<file path="src/logic/user_config.svh">
// Build-time sizes and analyzer field positions of the counter peripheral
// Include in any file that sizes a port or picks analyzer probes
`ifndef USER_CONFIG_SVH
`define USER_CONFIG_SVH

// Width of one counter
`define USER_CNT_BITS 16

// Counters in the bank
`define USER_NUM_CNT 4

// Word address of the enable register, after the counter words
`define USER_ENABLE_WORD 4

// Lowest probe of the two-bit counter select
`define USER_LA_SEL_LSB 36

// Lowest enable bit of the load mask, one bit per counter bit
`define USER_LA_MASK_LSB 16

`endif

</file>
<file path="src/logic/wb_pkg.sv">
// Register-bus types shared by the Wishbone port, the arbiter and the counter bank
// Referenced by scoped name, e.g. wb_pkg::reg_req_t
package wb_pkg;

    // One register access, held as a level until granted
    // A read carries an all-zero strobe
    typedef struct packed {
        logic        valid;
        logic        write;
        logic [3:0]  strb;
        // Word index, byte address bits [4:2]
        logic [2:0]  addr;
        logic [31:0] wdata;
    } reg_req_t;

    // Reply to one access
    // valid is a single-cycle pulse, one cycle after the access
    typedef struct packed {
        logic        valid;
        logic [31:0] rdata;
    } reg_rsp_t;

endpackage

</file>
<file path="src/logic/counter_pkg.sv">
// Counter-side types: analyzer load fields, the count vector and the requester id
// Referenced by scoped name, e.g. counter_pkg::cnt_vec_t
`include "user_config.svh"

package counter_pkg;

    // Analyzer load as sampled from the probes
    typedef struct packed {
        // High while any mask bit is enabled
        logic                               valid;
        logic [$clog2(`USER_NUM_CNT)-1:0]   sel;
        // Bits of the counter that take the value
        logic [`USER_CNT_BITS-1:0]          mask;
        logic [`USER_CNT_BITS-1:0]          value;
    } la_load_t;

    // All counters, counter 0 in the low slice
    typedef logic [`USER_NUM_CNT-1:0][`USER_CNT_BITS-1:0] cnt_vec_t;

    // Who owns the access in flight
    typedef enum logic {
        SRC_WB = 1'b0,
        SRC_LA = 1'b1
    } req_src_e;

endpackage

</file>
<file path="src/logic/wb_slave_port.sv">
// Wishbone slave front end; issues one register-bus request per bus cycle
// Ack and read data come straight from the routed bank response
module wb_slave_port (
    input  logic               clk,
    input  logic               reset,
    input  logic               wb_cyc_i,
    input  logic               wb_stb_i,
    input  logic               wb_we_i,
    input  logic [3:0]         wb_sel_i,
    input  logic [31:0]        wb_adr_i,
    input  logic [31:0]        wb_dat_i,
    output logic               wb_ack_o,
    output logic [31:0]        wb_dat_o,
    output wb_pkg::reg_req_t   req_o,
    input  wb_pkg::reg_rsp_t   rsp_i
);

    wb_pkg::reg_req_t req_q;
    // Set from request until the edge after the ack
    logic             busy_q;
    logic             start;

    // New cycle seen only while idle, so a held strobe is taken once
    assign start = wb_cyc_i && wb_stb_i && !busy_q;

    always_ff @(posedge clk) begin
        if (reset) begin
            busy_q      <= 1'b0;
            req_q.valid <= 1'b0;
        end else begin
            // Wishbone always wins arbitration, so the request lasts one cycle
            req_q.valid <= start;
            if (start) begin
                busy_q <= 1'b1;
            end else if (rsp_i.valid) begin
                busy_q <= 1'b0;
            end
        end
    end

    // Payload fields, captured with the request
    always_ff @(posedge clk) begin
        if (start) begin
            req_q.write <= wb_we_i;
            // Reads carry no strobe
            req_q.strb  <= wb_we_i ? wb_sel_i : 4'b0000;
            // Byte address to word index
            req_q.addr  <= wb_adr_i[4:2];
            req_q.wdata <= wb_dat_i;
        end
    end

    assign req_o = req_q;

    // Ack is the response pulse
    assign wb_ack_o = rsp_i.valid;
    assign wb_dat_o = rsp_i.rdata;

    // The master must still hold the cycle when the ack returns
    ack_in_cycle: assert property (
        @(posedge clk) disable iff (reset)
        wb_ack_o |-> (wb_cyc_i && wb_stb_i)
    ) else $error("wb ack outside an active cycle");

endmodule

</file>
<file path="src/logic/la_load_port.sv">
// Logic-analyzer load front end; probe levels become masked counter loads
// The request is re-sampled every cycle, so a lost arbitration just repeats
`include "user_config.svh"

module la_load_port (
    input  logic                       clk,
    input  logic                       reset,
    input  logic [63:0]                la_data_i,
    input  logic [63:0]                la_oenb_i,
    output wb_pkg::reg_req_t           req_o,
    output logic [`USER_CNT_BITS-1:0]  mask_o
);

    localparam int SEL_W = $clog2(`USER_NUM_CNT);

    counter_pkg::la_load_t load_d;
    counter_pkg::la_load_t load_q;

    // Enable bits are active low, inverted into a load mask
    always_comb begin
        load_d.mask  = ~la_oenb_i[`USER_LA_MASK_LSB +: `USER_CNT_BITS];
        load_d.sel   = la_data_i[`USER_LA_SEL_LSB +: SEL_W];
        load_d.value = la_data_i[`USER_CNT_BITS-1:0];
        // Any enabled mask bit asks for a load
        load_d.valid = |load_d.mask;
    end

    always_ff @(posedge clk) begin
        if (reset) begin
            load_q.valid <= 1'b0;
        end else begin
            load_q <= load_d;
        end
    end

    // Loads always write, whole word strobed; the mask picks the bits
    always_comb begin
        req_o.valid = load_q.valid;
        req_o.write = 1'b1;
        req_o.strb  = 4'b1111;
        // Only counter words are reachable from the analyzer
        req_o.addr  = {{(3 - SEL_W){1'b0}}, load_q.sel};
        req_o.wdata = {{(32 - `USER_CNT_BITS){1'b0}}, load_q.value};
    end

    assign mask_o = load_q.mask;

endmodule

</file>
<file path="src/logic/reg_arbiter.sv">
// Fixed-priority arbiter in front of the counter bank, Wishbone over analyzer
// Remembers the winner so the bank response goes back to it
`include "user_config.svh"

module reg_arbiter (
    input  logic                       clk,
    input  logic                       reset,
    input  wb_pkg::reg_req_t           wb_req_i,
    input  wb_pkg::reg_req_t           la_req_i,
    input  logic [`USER_CNT_BITS-1:0]  la_mask_i,
    output wb_pkg::reg_req_t           bank_req_o,
    output logic [`USER_CNT_BITS-1:0]  bank_mask_o,
    input  wb_pkg::reg_rsp_t           bank_rsp_i,
    output wb_pkg::reg_rsp_t           wb_rsp_o,
    output wb_pkg::reg_rsp_t           la_rsp_o
);

    counter_pkg::req_src_e grant_src;
    counter_pkg::req_src_e src_q;
    // A granted access whose response is due this cycle
    logic                  pending_q;

    // Wishbone wins whenever it asks
    assign grant_src = wb_req_i.valid ? counter_pkg::SRC_WB : counter_pkg::SRC_LA;

    // Wishbone writes use every bit of the strobed bytes
    always_comb begin
        if (grant_src == counter_pkg::SRC_WB) begin
            bank_req_o  = wb_req_i;
            bank_mask_o = '1;
        end else begin
            bank_req_o  = la_req_i;
            bank_mask_o = la_mask_i;
        end
    end

    always_ff @(posedge clk) begin
        if (reset) begin
            pending_q <= 1'b0;
            src_q     <= counter_pkg::SRC_WB;
        end else begin
            pending_q <= bank_req_o.valid;
            if (bank_req_o.valid) begin
                src_q <= grant_src;
            end
        end
    end

    // Route the reply; read data is shared, valid goes to the owner only
    always_comb begin
        wb_rsp_o       = bank_rsp_i;
        la_rsp_o       = bank_rsp_i;
        wb_rsp_o.valid = bank_rsp_i.valid && pending_q && (src_q == counter_pkg::SRC_WB);
        la_rsp_o.valid = bank_rsp_i.valid && pending_q && (src_q == counter_pkg::SRC_LA);
    end

    // Every grant gets its reply next cycle, at Wishbone only if Wishbone asked
    grant_reply: assert property (
        @(posedge clk) disable iff (reset)
        bank_req_o.valid |=> (bank_rsp_i.valid && wb_rsp_o.valid == $past(wb_req_i.valid))
    ) else $error("bank reply missing or routed to the wrong source");

endmodule

</file>
<file path="src/logic/counter_bank.sv">
// Bank of free-running counters with enable register and wrap interrupts
// Served by a single register-bus port, reply one cycle after the access
`include "user_config.svh"

module counter_bank (
    input  logic                       clk,
    input  logic                       reset,
    input  wb_pkg::reg_req_t           req_i,
    input  logic [`USER_CNT_BITS-1:0]  mask_i,
    output wb_pkg::reg_rsp_t           rsp_o,
    output counter_pkg::cnt_vec_t      count_o,
    output logic [2:0]                 irq_o
);

    localparam int NUM_CNT  = `USER_NUM_CNT;
    localparam int CNT_BITS = `USER_CNT_BITS;
    localparam int NUM_IRQ  = 3;

    counter_pkg::cnt_vec_t  cnt_q;
    logic [NUM_CNT-1:0]     en_q;
    logic [NUM_IRQ-1:0]     irq_q;
    wb_pkg::reg_rsp_t       rsp_q;

    logic [CNT_BITS-1:0]    bit_mask;
    logic [NUM_CNT-1:0]     wr_sel;
    logic [NUM_CNT-1:0]     inc;
    logic [NUM_CNT-1:0]     wrap;
    logic                   en_wr;
    logic [31:0]            rd_data;

    // Strobed bytes of the access, one flag per counter bit
    always_comb begin
        for (int b = 0; b < CNT_BITS / 8; b++) begin
            bit_mask[b*8 +: 8] = {8{req_i.strb[b]}};
        end
    end

    always_comb begin
        for (int k = 0; k < NUM_CNT; k++) begin
            // A written counter skips its increment that cycle
            wr_sel[k] = req_i.valid && req_i.write && (req_i.addr == k);
            inc[k]    = en_q[k] && !wr_sel[k];
            wrap[k]   = inc[k] && (cnt_q[k] == '1);
        end
        en_wr = req_i.valid && req_i.write && (req_i.addr == `USER_ENABLE_WORD);
    end

    // Read value is the state before this access
    always_comb begin
        rd_data = '0;
        if (req_i.addr < NUM_CNT) begin
            rd_data[CNT_BITS-1:0] = cnt_q[req_i.addr[$clog2(NUM_CNT)-1:0]];
        end else if (req_i.addr == `USER_ENABLE_WORD) begin
            rd_data[NUM_CNT-1:0] = en_q;
        end
        // Remaining words read as zero
    end

    always_ff @(posedge clk) begin
        if (reset) begin
            cnt_q       <= '0;
            en_q        <= '1;
            irq_q       <= '0;
            rsp_q.valid <= 1'b0;
        end else begin
            for (int k = 0; k < NUM_CNT; k++) begin
                if (wr_sel[k]) begin
                    // Unmasked bits of a full-strobe load end up cleared
                    cnt_q[k] <= (cnt_q[k] & ~bit_mask)
                              | (req_i.wdata[CNT_BITS-1:0] & bit_mask & mask_i);
                end else if (inc[k]) begin
                    cnt_q[k] <= cnt_q[k] + 1'b1;
                end
            end
            // Enable bits live in byte 0
            if (en_wr && req_i.strb[0]) begin
                en_q <= req_i.wdata[NUM_CNT-1:0];
            end
            // Pulse in the cycle after the wrap
            irq_q       <= wrap[NUM_IRQ-1:0];
            rsp_q.valid <= req_i.valid;
        end
    end

    // Read data payload
    always_ff @(posedge clk) begin
        rsp_q.rdata <= rd_data;
    end

    assign rsp_o   = rsp_q;
    assign count_o = cnt_q;
    assign irq_o   = irq_q;

    // Only a full-strobe access may narrow the written bits by mask
    masked_load_full_strobe: assert property (
        @(posedge clk) disable iff (reset)
        (req_i.valid && req_i.write && mask_i != '1) |-> (req_i.strb == 4'b1111)
    ) else $error("masked load without a full strobe");

endmodule

</file>
<file path="src/logic/user_proj_top.sv">
// User-area top of the counter peripheral
// Wires the Wishbone and analyzer ports through the arbiter to the counter bank
`include "user_config.svh"

module user_proj_top (
    input  logic                       clk,
    input  logic                       reset,
    // Wishbone slave
    input  logic                       wb_cyc_i,
    input  logic                       wb_stb_i,
    input  logic                       wb_we_i,
    input  logic [3:0]                 wb_sel_i,
    input  logic [31:0]                wb_adr_i,
    input  logic [31:0]                wb_dat_i,
    output logic                       wb_ack_o,
    output logic [31:0]                wb_dat_o,
    // Logic analyzer
    input  logic [63:0]                la_data_i,
    input  logic [63:0]                la_oenb_i,
    output logic [63:0]                la_data_o,
    // GPIO, output only
    output logic [`USER_CNT_BITS-1:0]  io_out_o,
    output logic [`USER_CNT_BITS-1:0]  io_oeb_o,
    output logic [2:0]                 irq_o
);

    wb_pkg::reg_req_t           wb_req;
    wb_pkg::reg_rsp_t           wb_rsp;
    wb_pkg::reg_req_t           la_req;
    logic [`USER_CNT_BITS-1:0]  la_mask;
    wb_pkg::reg_req_t           bank_req;
    logic [`USER_CNT_BITS-1:0]  bank_mask;
    wb_pkg::reg_rsp_t           bank_rsp;
    counter_pkg::cnt_vec_t      count;

    wb_slave_port i_wb_port (
        .clk      (clk),
        .reset    (reset),
        .wb_cyc_i (wb_cyc_i),
        .wb_stb_i (wb_stb_i),
        .wb_we_i  (wb_we_i),
        .wb_sel_i (wb_sel_i),
        .wb_adr_i (wb_adr_i),
        .wb_dat_i (wb_dat_i),
        .wb_ack_o (wb_ack_o),
        .wb_dat_o (wb_dat_o),
        .req_o    (wb_req),
        .rsp_i    (wb_rsp)
    );

    la_load_port i_la_port (
        .clk       (clk),
        .reset     (reset),
        .la_data_i (la_data_i),
        .la_oenb_i (la_oenb_i),
        .req_o     (la_req),
        .mask_o    (la_mask)
    );

    // Analyzer loads need no reply, so la_rsp_o stays open
    reg_arbiter i_arbiter (
        .clk         (clk),
        .reset       (reset),
        .wb_req_i    (wb_req),
        .la_req_i    (la_req),
        .la_mask_i   (la_mask),
        .bank_req_o  (bank_req),
        .bank_mask_o (bank_mask),
        .bank_rsp_i  (bank_rsp),
        .wb_rsp_o    (wb_rsp),
        .la_rsp_o    ()
    );

    counter_bank i_bank (
        .clk     (clk),
        .reset   (reset),
        .req_i   (bank_req),
        .mask_i  (bank_mask),
        .rsp_o   (bank_rsp),
        .count_o (count),
        .irq_o   (irq_o)
    );

    // Counter 0 on the pads, all counters on the analyzer
    assign io_out_o  = count[0];
    assign la_data_o = count;
    // Pads stay tristated while in reset
    assign io_oeb_o  = {`USER_CNT_BITS{reset}};

endmodule

</file>
<file path="config.mk">
export PLATFORM = sky130hd
export DESIGN_NAME = user_proj_top
export DESIGN_NICKNAME = d
export VERILOG_FILES = /design/src/logic/wb_pkg.sv /design/src/logic/counter_pkg.sv /design/src/logic/wb_slave_port.sv /design/src/logic/la_load_port.sv /design/src/logic/reg_arbiter.sv /design/src/logic/counter_bank.sv /design/src/logic/user_proj_top.sv
export VERILOG_INCLUDE_DIRS = /design/src /design/src/logic
export SDC_FILE = /design/constraint.sdc
export NUM_CORES = 1
export LEC_CHECK = 0
export BUFFER_PORTS_ARGS = -buffer_cell sky130_fd_sc_hd__buf_2
export CAP_MARGIN = 10
export CORE_MARGIN = 2
export CORE_UTILIZATION = 30
export CTS_CLUSTER_SIZE = 12
export DETAILED_ROUTE_END_ITERATION = 8
export GPL_TIMING_DRIVEN = 0
export PLACE_DENSITY_LB_ADDON = 0.3
export SLEW_MARGIN = 20
export SYNTH_ARGS = -nofsm -noshare
export SYNTH_HDL_FRONTEND = slang
export SYNTH_SLANG_ARGS = --single-unit
</file>
<file path="constraint.sdc">
create_clock -name clk -period 3.2 [get_ports clk]
set_input_delay 0.64 -clock clk [delete_from_list [all_inputs] [get_ports clk]]
set_output_delay 0.64 -clock clk [all_outputs]
set_load 0.01 [all_outputs]
</file>
==> results.json <==
{
  "status": "complete, no violations",
  "cts_root_buf": "clkbuf_16",
  "ys_seq_area_frac": 0.4363,
  "rows": 60,
  "layout.cells.most_common_list": "194 x buf_2, 105 x a21oi_1, 92 x dfxtp_1",
  "h-tree-depth": 4,
  "insertion_delay_ns": 0.43,
  "synthCells": 836,
  "final_antenna_net_count": 0,
  "crit_fanout": 10,
  "clk_pin_slew_worst_paths_ns": 0.07,
  "cp-start-kind": "flop",
  "relSlewSlack": 0.3509,
  "area_growth_pct": 24.82,
  "routed_wl_um": 27810,
  "rsz0062_at_grt": "no",
  "synth_top_area_frac": 0.2281,
  "yosys_warnings": 0,
  "via_per_inst": 5.223,
  "grt_pass1_wl_um": 41400,
  "clock_path_buffers": 2,
  "ys_types": 65,
  "drive_gt1_frac": 0.2892,
  "final_cell_area_um2": 10080,
  "dieArea_um2": 28250,
  "syn_area_per_cell_um2": 9.659,
  "placed_area_um2": 9458,
  "grt_max_degree": 24,
  "layout_min_cycle_time_ns": 2.225,
  "dp.final_hpwl_um": 21540,
  "grt_pass1_vias": 6824,
  "cts_tree": "done",
  "synth_top_cells_by_area": "dfxtp_1 23%, edfxtp_1 21%, a21oi_1 6.5%, buf_4 4.7%, nand2b_1 3.6%",
  "synth_flop_cell": "dfxtp_1",
  "die_y_um": 168.1,
  "track_usage": 0.1943,
  "drtPass1Iterations": 6,
  "synth_edf_count": 56,
  "end_kind": "flop",
  "post_cts_resized": 0,
  "drv_cap": 0,
  "antenna_found_initial": 0,
  "finalHoldViolations": 0,
  "syn_area_um2": 8075,
  "overflow": 0,
  "vias": 7307,
  "whs_ns": 0.3818,
  "slew_violations": 0,
  "hp-class": "input port to flop",
  "gp_congestion": 0.9218,
  "drtIter0Drc": 751,
  "layout_commonest_cell": "buf_2",
  "dp.cells": 1367,
  "ir_drop_mv": 0.2878,
  "post-cts-setup-buffers": 0,
  "nets": 1250,
  "fin_worst_skew_ns": 0.01176,
  "crit_arrival_ns": 2.55,
  "io_pins": 333,
  "setup_viol": 0,
  "cts_inserted_buffers": 17,
  "clkSinkCount": 148,
  "post-route-util": 0.3772,
  "fmax_mhz": 449.5,
  "leakage_uw": 0.004152,
  "timing.final.crit_share": 0.6952,
  "critPathKind": "flop to flop",
  "wire_per_inst_um": 19.88,
  "die_w_um": 168.1,
  "cts_hold_buf": 0,
  "antennaDiodeCount": 0,
  "drc": 0,
  "tns_ns": 0,
  "ys_ff_latch": 148,
  "core_area_um2": 26730,
  "worst_pin_slew_ns": 0.9634,
  "synth-async-reset-ratio": 0,
  "synth_area_leader_cell": "dfxtp_1",
  "worstPathRequired_ns": 3.52,
  "start_util": 0.3022,
  "p_per_area_nw_per_um2": 508.6,
  "port_buffers": 174,
  "finalNonFillerCells": 1399
}
==> power breakdown <==
group          switching [uW]  total, uW  internal, uW  leakage, uW
Clock                     822       2120          1300     0.000305
Combinational             415        749           334      0.00256
Sequential                165       2250          2090      0.00129
==> layer usage <==
| layer | GRT usage | wire (um) | vias to the layer above | share of wire |
|---|---|---|---|---|
| met1 | 0.2673 | 12480 | 3414 | 0.45 |
| met2 | 0.3045 | 12320 | 416 | 0.44 |
| met5 | 0.008696 | 0 | - | 0 |
| met3 | 0.03573 | 2268 | 50 | 0.082 |
| li1 | - | - | 3427 | - |
| met4 | 0.07196 | 736 | 0 | 0.026 |
==> cell families (layout without fill, tap and decap cells) <==
kind of cell,after synthesis,after routing,share of synthesized area
and+or+nand+nor,257,257,0.1735
AOI/OAI and AO/OA,220,220,0.1701
DFF,148,148,0.4363
buffers and inverters,123,330,0.08878
xor gates and xnor gates,44,44,0.04772
muxes,39,39,0.07685
adders and majority gates,4,4,0.006198
other,1,16,0.0004644
==> stage by stage <==
stage                     power [uW]  setup slack [ns]
after global placement          3024           -0.4889
final                           5127            0.9752
after CTS                       5149            0.9499
after floorplan                 2696            0.6547
after detailed placement        3036            0.5700
after global routing            5320            0.8690
==> worst max-delay path: stages, from the launching register on <==
cell and delay, ns:
edfxtp_1 0.51, mux2i_2 0.54, buf_6 0.27, mux4_1 0.61, and2_1 0.18
==> Yosys cell counts, types with 5 or more instances <==
master / n
and2_1: 14
a211oi_1: 26
a22o_1: 5
nand4_1: 26
o211ai_1: 8
mux4_1: 7
and4_1: 5
a31oi_1: 6
a311oi_1: 8
nor4_1: 6
clkbuf_1: 18
nand2b_1: 47
a21oi_1: 105
nor2_1: 49
xor2_1: 17
buf_2: 20
nor2b_1: 5
inv_1: 24
nand3b_1: 5
mux4_2: 9
and3_1: 11
buf_4: 51
o21ai_0: 38
nor3_1: 12
edfxtp_1: 56
mux2i_1: 22
dfxtp_1: 92
buf_6: 5
xnor2_1: 27
nand2_1: 37
nand3_1: 25
==> sequential cells by signal, summed over array words and instances, names as in the netlist <==
| register | flops |
|---|---|
| i_bank.count_o | 64 |
| i_wb_port.req_o | 23 |
| i_la_port.req_o | 19 |
| i_bank.rsp_o | 17 |
| i_la_port.mask_o | 16 |
| i_bank.en_q | 4 |
| i_bank.irq_o | 3 |
| i_arbiter.src_q | 1 |
| i_wb_port.busy_q | 1 |
==> final cells by class <==
type / instances / area, um2
inverters: 24 / 90.09
multi-input cells: 580 / 3891
clock inverters: 10 / 146.4
well taps: 341 / 426.7
repair buffers: 175 / 898.4
fillers: 2696 / 16650
clock buffers: 22 / 475.5
flip-flops and latches: 148 / 3523
plain buffers: 99 / 628.1
==> path summary, 6_finish.rpt <==
| kind | start | to | slack [ns] | cells after the start |
|---|---|---|---|---|
| worst max-delay path | i_wb_port.req_o[33] | i_bank.rsp_o[13] | 0.98 | 4 |
| worst min-delay path | wb_adr_i[4] | i_wb_port.req_o[34] | 0.38 | 1 |
| worst min register to register | i_wb_port.busy_q | i_wb_port.busy_q | 0.47 | 2 |
| worst max register to register | i_wb_port.req_o[33] | i_bank.rsp_o[13] | 0.98 | 4 |
Power figures use the tool's default switching activity.
